[src/rc4_pkg.sv]
package rc4_pkg;

	localparam int MSG_LEN = 32;            // ciphertext bytes per search
	localparam int KEY_W = 24;              // searched key width
	localparam int KEY_BYTES = 3;           // bytes in one key

	localparam logic [7:0] CHAR_SPACE = 8'd32;  // ascii space
	localparam logic [7:0] CHAR_LO = 8'd97;     // 'a'
	localparam logic [7:0] CHAR_HI = 8'd122;    // 'z'

	// key as counter or as bytes, byte 0 is the top byte
	typedef union packed {
		logic [KEY_W-1:0] value;                // whole key count
		logic [0:KEY_BYTES-1][7:0] bytes;       // key bytes, msb first
	} key_word_u;

	// one access to the rc4 state memory
	typedef struct packed {
		logic en;           // port active this cycle
		logic we;           // write, else read
		logic [7:0] addr;   // state index
		logic [7:0] wdata;  // write value
	} s_port_t;

	// one write into a message memory
	typedef struct packed {
		logic we;           // write strobe
		logic [4:0] addr;   // byte index
		logic [7:0] data;   // byte value
	} msg_wr_t;

endpackage

[src/key_search_ctrl.sv]
`timescale 1ns/100ps

module key_search_ctrl
	import rc4_pkg::*;
(
	input logic clok,
	input logic resetm,
	input logic start,              // begin a run
	input key_word_u key_lo,        // first key of range
	input key_word_u key_hi,        // last key of range
	input logic ks_done,            // schedule finished
	input logic new_char,           // plaintext byte strobe
	input logic dec_done,           // all bytes produced
	input logic [7:0] char_out,     // byte to check
	output logic ks_start,          // kick key schedule
	output logic dec_start,         // kick decrypt
	output logic abort,             // bad byte, drop this key
	output key_word_u key_cur,      // key under test
	output logic found_key,
	output logic done,
	output logic last_key
);

	typedef enum logic [2:0] {
		CT_IDLE,
		CT_SCHEDULE,
		CT_DECRYPT,
		CT_NEXT_KEY,
		CT_FOUND,
		CT_EXHAUSTED
	} ctrl_state_t;

	ctrl_state_t state;
	logic [5:0] pass_cnt;           // bytes passed for this key
	logic char_ok;
	logic key_at_hi;
	logic can_start;

	// lowercase letter or space
	assign char_ok = ((char_out >= CHAR_LO) && (char_out <= CHAR_HI)) ||
		(char_out == CHAR_SPACE);
	assign key_at_hi = (key_cur.value == key_hi.value);   // range end reached
	assign can_start = (state == CT_IDLE) || (state == CT_FOUND) ||
		(state == CT_EXHAUSTED);   // not busy

	always_ff @(posedge clok, negedge resetm) begin
		if (!resetm) begin
			state <= CT_IDLE;
			key_cur <= '0;
			pass_cnt <= '0;
			ks_start <= 1'b0;
			dec_start <= 1'b0;
			abort <= 1'b0;
			found_key <= 1'b0;
			done <= 1'b0;
			last_key <= 1'b0;
		end else begin
			ks_start <= 1'b0;   // pulses by default
			dec_start <= 1'b0;
			abort <= 1'b0;
			if (start && can_start) begin
				key_cur <= key_lo;  // first key of new range
				ks_start <= 1'b1;
				found_key <= 1'b0;  // clear old outcome
				done <= 1'b0;
				last_key <= 1'b0;
				state <= CT_SCHEDULE;
			end else begin
				case (state)
					CT_SCHEDULE: begin
						if (ks_done) begin
							pass_cnt <= '0;
							dec_start <= 1'b1;
							state <= CT_DECRYPT;
						end
					end
					CT_DECRYPT: begin
						if (new_char) begin
							if (char_ok) begin
								pass_cnt <= pass_cnt + 6'd1;
							end else begin
								abort <= 1'b1;  // stop decrypt right away
								if (key_at_hi) begin
									last_key <= 1'b1;   // nothing left to try
									state <= CT_EXHAUSTED;
								end else begin
									state <= CT_NEXT_KEY;
								end
							end
						end else if (dec_done && (pass_cnt == 6'(MSG_LEN))) begin
							found_key <= 1'b1;  // every byte was text
							done <= 1'b1;
							state <= CT_FOUND;
						end
					end
					CT_NEXT_KEY: begin
						key_cur.value <= key_cur.value + 1'b1;  // step as a counter
						ks_start <= 1'b1;
						state <= CT_SCHEDULE;
					end
					default: state <= state;    // idle, found, exhausted hold
				endcase
			end
		end
	end

endmodule

[src/key_schedule.sv]
`timescale 1ns/100ps

module key_schedule
	import rc4_pkg::*;
(
	input logic clok,
	input logic resetm,
	input logic ks_start,           // begin fill + swaps
	input key_word_u key,           // held stable by controller
	input logic [7:0] s_rdata,      // state read data, 1 cycle late
	output s_port_t s_port,         // state memory access
	output logic ks_done            // one cycle pulse
);

	typedef enum logic [2:0] {
		KS_IDLE,
		KS_FILL,
		KS_RD_I,
		KS_RD_J,
		KS_WR_J,
		KS_WR_I
	} ks_state_t;

	ks_state_t state;
	logic [7:0] i;
	logic [7:0] j;
	logic [1:0] kidx;               // i mod 3, kept as a counter
	logic [7:0] si;                 // held s[i]
	logic [7:0] sj;                 // held s[j]
	logic [7:0] j_next;

	assign j_next = j + s_rdata + key.bytes[kidx];  // s_rdata is s[i] in rd_j

	always_ff @(posedge clok, negedge resetm) begin
		if (!resetm) begin
			state <= KS_IDLE;
			i <= '0;
			j <= '0;
			kidx <= '0;
			ks_done <= 1'b0;
		end else begin
			ks_done <= 1'b0;
			case (state)
				KS_IDLE: begin
					if (ks_start) begin
						i <= '0;
						state <= KS_FILL;
					end
				end
				KS_FILL: begin
					i <= i + 8'd1;  // wraps to 0 for swap loop
					if (i == 8'hff) begin
						j <= '0;
						kidx <= '0;
						state <= KS_RD_I;
					end
				end
				KS_RD_I: state <= KS_RD_J;
				KS_RD_J: begin
					j <= j_next;
					state <= KS_WR_J;
				end
				KS_WR_J: state <= KS_WR_I;
				KS_WR_I: begin
					i <= i + 8'd1;
					kidx <= (kidx == 2'(KEY_BYTES - 1)) ? 2'd0 : kidx + 2'd1;
					if (i == 8'hff) begin
						ks_done <= 1'b1;    // 256 swaps done
						state <= KS_IDLE;
					end else begin
						state <= KS_RD_I;
					end
				end
				default: state <= KS_IDLE;
			endcase
		end
	end

	// swap temporaries
	always_ff @(posedge clok) begin
		if (state == KS_RD_J) si <= s_rdata;
		if (state == KS_WR_J) sj <= s_rdata;
	end

	always_comb begin
		s_port = '0;
		case (state)
			KS_FILL: s_port = '{en: 1'b1, we: 1'b1, addr: i, wdata: i};  // s[i] = i
			KS_RD_I: s_port = '{en: 1'b1, we: 1'b0, addr: i, wdata: 8'd0};
			KS_RD_J: s_port = '{en: 1'b1, we: 1'b0, addr: j_next, wdata: 8'd0};
			KS_WR_J: s_port = '{en: 1'b1, we: 1'b1, addr: j, wdata: si};    // s[j] = old s[i]
			KS_WR_I: s_port = '{en: 1'b1, we: 1'b1, addr: i, wdata: sj};    // s[i] = old s[j]
			default: s_port = '0;
		endcase
	end

endmodule

[src/stream_decrypt.sv]
`timescale 1ns/100ps

module stream_decrypt
	import rc4_pkg::*;
(
	input logic clok,
	input logic resetm,
	input logic dec_start,          // begin keystream
	input logic abort,              // controller rejected a byte
	input logic [7:0] s_rdata,      // state read data
	input logic [7:0] cipher_rdata, // ciphertext byte k
	output s_port_t s_port,
	output logic [4:0] cipher_raddr,
	output msg_wr_t plain_wr,       // plaintext store
	output logic new_char,
	output logic [7:0] char_out,
	output logic [4:0] char_idx,
	output logic dec_done
);

	typedef enum logic [2:0] {
		SD_IDLE,
		SD_RD_I,
		SD_RD_J,
		SD_WR_J,
		SD_RD_T,
		SD_WR_I
	} sd_state_t;

	sd_state_t state;
	logic [7:0] i;
	logic [7:0] j;
	logic [4:0] k;                  // message byte index
	logic [7:0] si;
	logic [7:0] sj;
	logic [7:0] j_next;
	logic [7:0] t_addr;
	logic [7:0] ks_byte;

	assign j_next = j + s_rdata;    // s_rdata holds s[i] in rd_j
	assign t_addr = si + sj;
	// s[i] not yet rewritten when s[t] is read, so forward it
	assign ks_byte = (t_addr == i) ? sj : s_rdata;

	always_ff @(posedge clok, negedge resetm) begin
		if (!resetm) begin
			state <= SD_IDLE;
			i <= '0;
			j <= '0;
			k <= '0;
			dec_done <= 1'b0;
		end else begin
			dec_done <= 1'b0;
			if (abort) begin
				state <= SD_IDLE;   // key rejected
			end else begin
				case (state)
					SD_IDLE: begin
						if (dec_start) begin
							i <= '0;
							j <= '0;
							k <= '0;
							state <= SD_RD_I;
						end
					end
					SD_RD_I: begin
						i <= i + 8'd1;
						state <= SD_RD_J;
					end
					SD_RD_J: begin
						j <= j_next;
						state <= SD_WR_J;
					end
					SD_WR_J: state <= SD_RD_T;
					SD_RD_T: state <= SD_WR_I;
					SD_WR_I: begin
						k <= k + 5'd1;
						if (k == 5'(MSG_LEN - 1)) begin
							dec_done <= 1'b1;   // last byte out
							state <= SD_IDLE;
						end else begin
							state <= SD_RD_I;
						end
					end
					default: state <= SD_IDLE;
				endcase
			end
		end
	end

	always_ff @(posedge clok) begin
		if (state == SD_RD_J) si <= s_rdata;
		if (state == SD_WR_J) sj <= s_rdata;
	end

	always_comb begin
		s_port = '0;
		case (state)
			SD_RD_I: s_port = '{en: 1'b1, we: 1'b0, addr: i + 8'd1, wdata: 8'd0};
			SD_RD_J: s_port = '{en: 1'b1, we: 1'b0, addr: j_next, wdata: 8'd0};
			SD_WR_J: s_port = '{en: 1'b1, we: 1'b1, addr: j, wdata: si};
			SD_RD_T: s_port = '{en: 1'b1, we: 1'b0, addr: t_addr, wdata: 8'd0};
			SD_WR_I: s_port = '{en: 1'b1, we: 1'b1, addr: i, wdata: sj};
			default: s_port = '0;
		endcase
	end

	assign cipher_raddr = k;        // stable for all 5 cycles of a byte
	assign new_char = (state == SD_WR_I);
	assign char_out = ks_byte ^ cipher_rdata;
	assign char_idx = k;
	assign plain_wr = '{we: new_char, addr: k, data: char_out};

endmodule

[src/s_ram.sv]
`timescale 1ns/100ps

module s_ram
	import rc4_pkg::*;
(
	input logic clok,
	input s_port_t ks_port,         // key schedule side
	input s_port_t dec_port,        // decrypt side
	output logic [7:0] rdata        // registered read
);

	logic [7:0] mem [256];
	s_port_t port;

	// schedule wins, never both active anyway
	assign port = ks_port.en ? ks_port : dec_port;

	always_ff @(posedge clok) begin
		if (port.en) begin
			if (port.we) begin
				mem[port.addr] <= port.wdata;
			end
			rdata <= mem[port.addr];    // old data on a write
		end
	end

endmodule

[src/msg_ram.sv]
`timescale 1ns/100ps

module msg_ram
	import rc4_pkg::*;
(
	input logic clok,
	input msg_wr_t wr,              // write port
	input logic [4:0] raddr,
	output logic [7:0] rdata        // valid 1 cycle after raddr
);

	logic [7:0] mem [MSG_LEN];

	always_ff @(posedge clok) begin
		if (wr.we) begin
			mem[wr.addr] <= wr.data;
		end
		rdata <= mem[raddr];
	end

endmodule

[src/rc4_crack_top.sv]
`timescale 1ns/100ps

module rc4_crack_top
	import rc4_pkg::*;
(
	input logic clok,
	input logic resetm,
	input logic start,
	input key_word_u key_lo,
	input key_word_u key_hi,
	input msg_wr_t cipher_wr,       // ciphertext load
	input logic [4:0] plain_raddr,  // plaintext readback
	output logic [7:0] plain_rdata,
	output key_word_u key_cur,
	output logic found_key,
	output logic done,
	output logic last_key
);

	logic ks_start;
	logic ks_done;
	logic dec_start;
	logic dec_done;
	logic abort;
	logic new_char;
	logic [7:0] char_out;
	logic [7:0] s_rdata;
	logic [7:0] cipher_rdata;
	logic [4:0] cipher_raddr;
	s_port_t ks_port;
	s_port_t dec_port;
	msg_wr_t plain_wr;

	key_search_ctrl ctrl0 (
		.clok(clok), .resetm(resetm), .start(start),
		.key_lo(key_lo), .key_hi(key_hi),
		.ks_done(ks_done), .new_char(new_char), .dec_done(dec_done),
		.char_out(char_out), .ks_start(ks_start), .dec_start(dec_start),
		.abort(abort), .key_cur(key_cur),
		.found_key(found_key), .done(done), .last_key(last_key)
	);

	key_schedule ks0 (
		.clok(clok), .resetm(resetm), .ks_start(ks_start), .key(key_cur),
		.s_rdata(s_rdata), .s_port(ks_port), .ks_done(ks_done)
	);

	stream_decrypt dec0 (
		.clok(clok), .resetm(resetm), .dec_start(dec_start), .abort(abort),
		.s_rdata(s_rdata), .cipher_rdata(cipher_rdata), .s_port(dec_port),
		.cipher_raddr(cipher_raddr), .plain_wr(plain_wr), .new_char(new_char),
		.char_out(char_out), .char_idx(), .dec_done(dec_done)
	);

	s_ram s_mem (.clok(clok), .ks_port(ks_port), .dec_port(dec_port), .rdata(s_rdata));

	msg_ram cipher_mem (.clok(clok), .wr(cipher_wr), .raddr(cipher_raddr), .rdata(cipher_rdata));

	msg_ram plain_mem (.clok(clok), .wr(plain_wr), .raddr(plain_raddr), .rdata(plain_rdata));

endmodule

[config.mk]
export PLATFORM = sky130hd
export DESIGN_NAME = rc4_crack_top
export DESIGN_NICKNAME = d
export VERILOG_FILES = /design/src/rc4_pkg.sv /design/src/key_search_ctrl.sv /design/src/key_schedule.sv /design/src/stream_decrypt.sv /design/src/s_ram.sv /design/src/msg_ram.sv /design/src/rc4_crack_top.sv
export SDC_FILE = /design/constraint.sdc
export NUM_CORES = 2
export LEC_CHECK = 0
export ABC_AREA = 0
export BUFFER_PORTS_ARGS = -buffer_cell sky130_fd_sc_hd__buf_2
export CORE_ASPECT_RATIO = 1.25
export CORE_MARGIN = 5
export CORE_UTILIZATION = 57
export CTS_CLUSTER_SIZE = 24
export DETAILED_ROUTE_END_ITERATION = 8
export PLACE_DENSITY = 0.76
export SLEW_MARGIN = 25
export SYNTH_ARGS = -nofsm -noshare
export SYNTH_HDL_FRONTEND = slang
export SYNTH_SLANG_ARGS = --single-unit
[constraint.sdc]
create_clock -name clok -period 10.23 [get_ports clok]
set_input_delay 2.046 -clock clok [delete_from_list [all_inputs] [get_ports clok]]
set_output_delay 2.046 -clock clok [all_outputs]
set_load 0.01 [all_outputs]
## After elaboration in Yosys (flattened, before gate mapping)

Memory sizes are Yosys's and may differ from the RTL's. A register that Yosys moved wholly into a read port is not among the register bits.
Cells that the tools add are included.

- Flip-flop bits (word level): 117
- RAM bits: 2560
- Bits of input ports: 70
- Output and inout bits: 35
- Word-level logic and storage cells: 180
- Memories: 3

- $add $sub $neg: 10
- Order comparisons: 3
- Equality and inequality tests: 34
- Muxes and demuxes: 70
- Bitwise operators: 4
- Reduce and logical (&&, ||, !) cells: 34

Memories:

| name | words | bits a word | rd ports | clocked after Yosys merged registers in | write ports | line | text |
|---|---|---|---|---|---|---|---|
| s_mem.mem | 256 | 8 | 1 | 1 | 1 | s_ram.sv:12 | `logic [7:0] mem [256];` |
| cipher_mem.mem | 32 | 8 | 1 | 1 | 1 | msg_ram.sv:12 | `logic [7:0] mem [MSG_LEN];` |
| plain_mem.mem | 32 | 8 | 1 | 1 | 1 | msg_ram.sv:12 |  |

Operators with widths:

| operator | count |
|---|---|
| 18-bit one-hot mux with 5 select lines | 2 |
| 8-bit one-hot mux with 2 select lines | 4 |
| 24-bit two-way mux | 2 |
| 8-bit two-way mux | 6 |
| 3-bit one-hot mux with 6 select lines | 2 |
| 8-bit adder | 4 |
| 1-bit two-way mux | 31 |
| 3-bit two-way mux | 10 |
| 24-bit by 1-bit adder with 24-bit output, second input constant | 1 |
| 24-bit == test | 1 |
| 2-bit nonzero test | 12 |
| 3-bit by 2-bit == test with 1-bit output, second input constant | 6 |
| 3-bit == test, second input constant | 6 |
| 18-bit two-way mux | 1 |
| 6-bit two-way mux | 3 |
| 8-bit by 1-bit adder with 8-bit output, second input constant | 2 |
| 8-bit binary-select mux with 2-bit select | 1 |
| 6-bit one-hot mux with 2 select lines | 1 |
| 3-bit AND reduction | 4 |
| 5-bit one-hot mux with 2 select lines | 1 |
| 3-bit by 1-bit == test with 1-bit output, second input constant | 3 |
| 3-bit zero test | 3 |
| 3-bit one-hot mux with 3 select lines | 1 |
| 8-bit by 6-bit == test with 1-bit output, second input constant | 1 |
| other kinds (30) | 47 |

## Logic depth before layout (Yosys ltp)

- Depth after elaboration: 11
- Depth in mapped cells: 20
- Depth with buffers taken out: 17

## Cells and area by module

Synthesis repeated with hierarchy kept, for this count alone.

- Cell total of the unflattened synthesis: 6163
- Area total of the unflattened synthesis: 108301.4 µm²

By module, submodules not included:

| module | times used | cells each | area each (µm²) | sequential area each (µm²) |
|---|---|---|---|---|
| s_ram | 1 | 4455 | 79809.0 | 61739.2 |
| msg_ram | 2 | 417 | 10053.4 | 7847.5 |
| stream_decrypt | 1 | 368 | 3444.6 | 1106.1 |
| key_search_ctrl | 1 | 269 | 2511.2 | 950.9 |
| key_schedule | 1 | 237 | 2429.8 | 1031.0 |

## Least setup slack after synthesis

No wires, ideal clock.

- Kind: flip-flop to flip-flop
- Start: reg dec0.state[2]
- End: mem s_mem.mem[0][0] (data pin)
- Arrival: 8.213 ns
- Data required time: 8.645 ns
- Slack: 0.432 ns
- Cell stages (with the launch flop): 9
- Buffers on the path: 5
- Cell sequence: dfrtp_1 buf_2 buf_4 clkbuf_1 and2_1 clkbuf_1 clkbuf_1 a22oi_1 o22ai_1

RTL lines:

| item | line | text |
|---|---|---|
| start: declaration | stream_decrypt.sv:30 | `sd_state_t state;` |
| start signal: assignment | stream_decrypt.sv:47 | `state <= SD_IDLE;` |
| start signal: assignment | stream_decrypt.sv:55 | `state <= SD_IDLE;` |
| start signal: assignment | stream_decrypt.sv:63 | `state <= SD_RD_I;` |
| end: declaration | s_ram.sv:12 |  |

## Final worst setup path

- Start: reg ks0.kidx[1]
- End: reg s_mem.rdata[6] (read register of s_mem.mem) (data pin)

- Cells in the longest elaborated chain, start to end: 7

Ends and longest elaborated chain:

| item | line | text |
|---|---|---|
| start: declaration | key_schedule.sv:27 | `logic [1:0] kidx;` |
| start signal: assignment | key_schedule.sv:66 | `kidx <= (kidx == 2'(KEY_BYTES - 1)) ? 2'd0 : kidx + 2'd1;` |
| 2-bit inverter with 3-bit output (not written as such) | key_schedule.sv:32 | `assign j_next = j + s_rdata + key.bytes[kidx];` |
| 8-bit binary-select mux with 2-bit select | key_schedule.sv:32 |  |
| 8-bit two-way mux (not written as such) (2 in a row) | key_schedule.sv:32 |  |
| 8-bit adder | key_schedule.sv:32 |  |
| 18-bit one-hot mux with 5 select lines | key_schedule.sv:87 | `case (state)` |
| 18-bit two-way mux | s_ram.sv:16 | `assign port = ks_port.en ? ks_port : dec_port;` |
| end: declaration | s_ram.sv:9 | `output logic [7:0] rdata` |

Every way passes these cells. The select of a mux whose other input is x is not followed.
A chain may end at the register's enable or synchronous reset.

==> impl_metrics.toml <==
[outcome]
status = "finished clean"

[place]
portBuffers = 104
globalplace.congestion = 0.952
dp_cells = 10339
hpwl_um = 175000

[synthesis]
yosys_warnings = 0
synth_cells = 8118
avgSynthCellArea_um2 = 13.6
synth_cell_types = 90
synth_edf_count = 2600
syn-cell-area_mm2 = 0.111
synth.net_count = 8228
synthArstFlopShare = 0.0315
ys.flop_type = "edfxtp_1"
synth_top_area_cell = "edfxtp_1"
synthTopCellsByArea = "edfxtp_1 (71%), nand2_1 (7.3%), a311oi_1 (3.6%)"
synth_top_area_frac = 0.706
yosysSeqAreaShare = 0.728
synth_seq_cells = 2701

[timing]
setup_tns_ps = 0
relSlewSlack = 0.0595
slew_violations = 0
clock_skew_ps = 43.0
worst_pin_slew_ps = 1400
hold_viol_final = 0
max_freq_ghz = 0.141
finalCritPeriodShare = 0.692
finalSetupViolations = 0
rsz0062_at_grt = "no"
layout_min_cycle_time_ps = 7080
whs_ps = 532

[critical_path]
reg2reg_depth = 18
ff2ff_setup_slack_ps = 3150
startpoint_type = "flop"
r2r_end = "s_mem.rdata[6]"
critPathKind = "reg -> reg"
required_ps = 10980
cp.arrival_ps = 7830
cp-end-kind = "flop"
rr_startpoint = "ks0.kidx[1]"
cp_max_fo = 181

[clock_tree]
htreeDepth = 4
clk_pin_slew_ps = 70
cts-root-buf = "clkbuf_16"
hold_buffers = 0
cts_tree = "done"
clk_path_buf_depth = 3
cts_num_sinks = 2701
ctsResizeCount = 0
cts_buffers = 236
clk-insertion-delay-late_ps = 880
cts_setup_buffers = 0

[floorplanning]
core_mm2 = 0.193
io_pins = 105
die_area_mm2 = 0.203
die_h_um = 503
die_x_um = 404
start_util = 0.574
rows = 180

[global_routing]
grt_usage = 0.292
grt_pass1_vias = 69150
grt_pass1_wl_um = 444000
grt_max_degree = 182
grt-ovfl-total = 0
antenna_found_initial = 9

[routing]
wl_per_cell_um = 27.9
drtPass1Iterations = 6
viasPerCell = 6.57
drt_wl_total_um = 301000
ant_nets = 0
vias = 70875
drc = 0
drtIter0Drc = 11007

[pwr]
power.density_mw_per_mm2 = 181
leakage_nw = 40.4
ir_worst_vdd_mv = 0.164
total_power_mw = 21.9

[cells_and_area]
fin_nets = 8139
num-fill-cells = 13565
fin_cells = 10789
drive_gt1_frac = 0.102
syn2layout_area_growth_pct = 9.76

[worst_hold_path]
min_to = "dec0.state[1]"
min_path_type = "reg -> reg"
hold_path_depth = 1
hp-start = "ctrl0.abort"

[run]
drv_cap = 0
[synthesized netlist by cell type, drive strengths merged, types with 17 or more instances]
cell type and n:
edfxtp 2600, nand2 2156, nand3 686, a311oi 459, nor2 393, buf 376
and3 234, clkbuf 191, mux4 145, nor3 105, dfrtp 85, o21ai 67
a21oi 56, a22oi 50, xnor2 48, nor2b 33, ha 30, xor2 30
nand4 28, mux2 22, a31oi 20, inv 17, mux2i 17, nand2b 17
nor4 17
[per-stage QoR]
step	worst slack (ps)	cell area, um2	utilization
after floorplan	432	111000	-
after global placement	3340	113000	0.588
after detailed placement	3450	113000	0.588
after CTS	3330	121000	0.630
after global routing	3010	121000	0.630
final	3150	121000	0.630
[power by group]
group	internal (mW)	switching, mW	total [mW]
logic	0.239	0.318	0.557
registers	12.0	0.125	12.1
clock network	5.27	3.97	9.24
[cell type report]
cell class	count	area (um2)	area share
well taps	2548	3190	0.0263
diodes	7	17.5	0.000144
multi-input cells	4832	27800	0.229
clock inverters	162	1820	0.0150
clock buffers	281	6190	0.0510
flip-flops and latches	2701	80500	0.663
inverters	18	67.6	0.000556
repair buffers	240	1860	0.0153
[worst max-delay path, cell delays in order, from the launching register on]
cell and delay [ps]:
dfrtp_1 550, nor2b_1 510, nand2_1 110, o21ai_0 140, fa_1 500, mux2i_1 200
nand2_1 130, o211ai_1 250, buf_2 310, buf_12 530, buf_4 710, nand2_1 150
and3_1 200, a311oi_1 610, a311oi_1 110, a311oi_1 510, nor3_1 100, a211oi_1 860
or4_1 240
[cells in the final DEF, fill, tap and decap left out, types with 97 or more instances in the layout]
master     instances
a311oi_1         459
nor2_1           390
nand2_1         2153
and3_1           234
clkbuf_16        240
buf_4            111
mux4_2           145
edfxtp_1        2600
nand3_1          674
nor3_1            97
buf_2            103
[state kept, by name, indices dropped and copies added (netlist names), 24 cells and up]
signal / flops
ctrl0.key_cur: 24
plain_mem.mem: 256
s_mem.mem: 2048
cipher_mem.mem: 256
[routing by layer]
layer  part of all wire  track usage  vias up
li1                   -            -    30246
met4              0.071        0.177        2
met1               0.34        0.366    34759
met3               0.11       0.0547      985
met5           0.000023            0        -
met2               0.49        0.479     4883
[worst max path at each step]
stage | start | endpoint | slack (ps) | cells after the start
floorplan | dec0.state[2] | s_mem.mem[0][0] | 430 | 8
global placement | ks0.kidx[1] | s_mem.rdata[6] | 3340 | 17
detailed placement | ks0.kidx[1] | s_mem.rdata[6] | 3450 | 18
CTS | ks0.kidx[1] | s_mem.rdata[6] | 3330 | 18
global route | ks0.kidx[1] | s_mem.rdata[6] | 3010 | 18
finish | ks0.kidx[1] | s_mem.rdata[6] | 3150 | 18
[cell families after synthesis]
group           Yosys count  synth area share
simple gates           3736             0.146
flops                  2701             0.728
compound gates          791            0.0573
buf+inv                 585            0.0239
mux                     184            0.0333
xor+xnor                 81           0.00679
fa+ha+maj                40           0.00520
(Power assumes the default switching activity.)
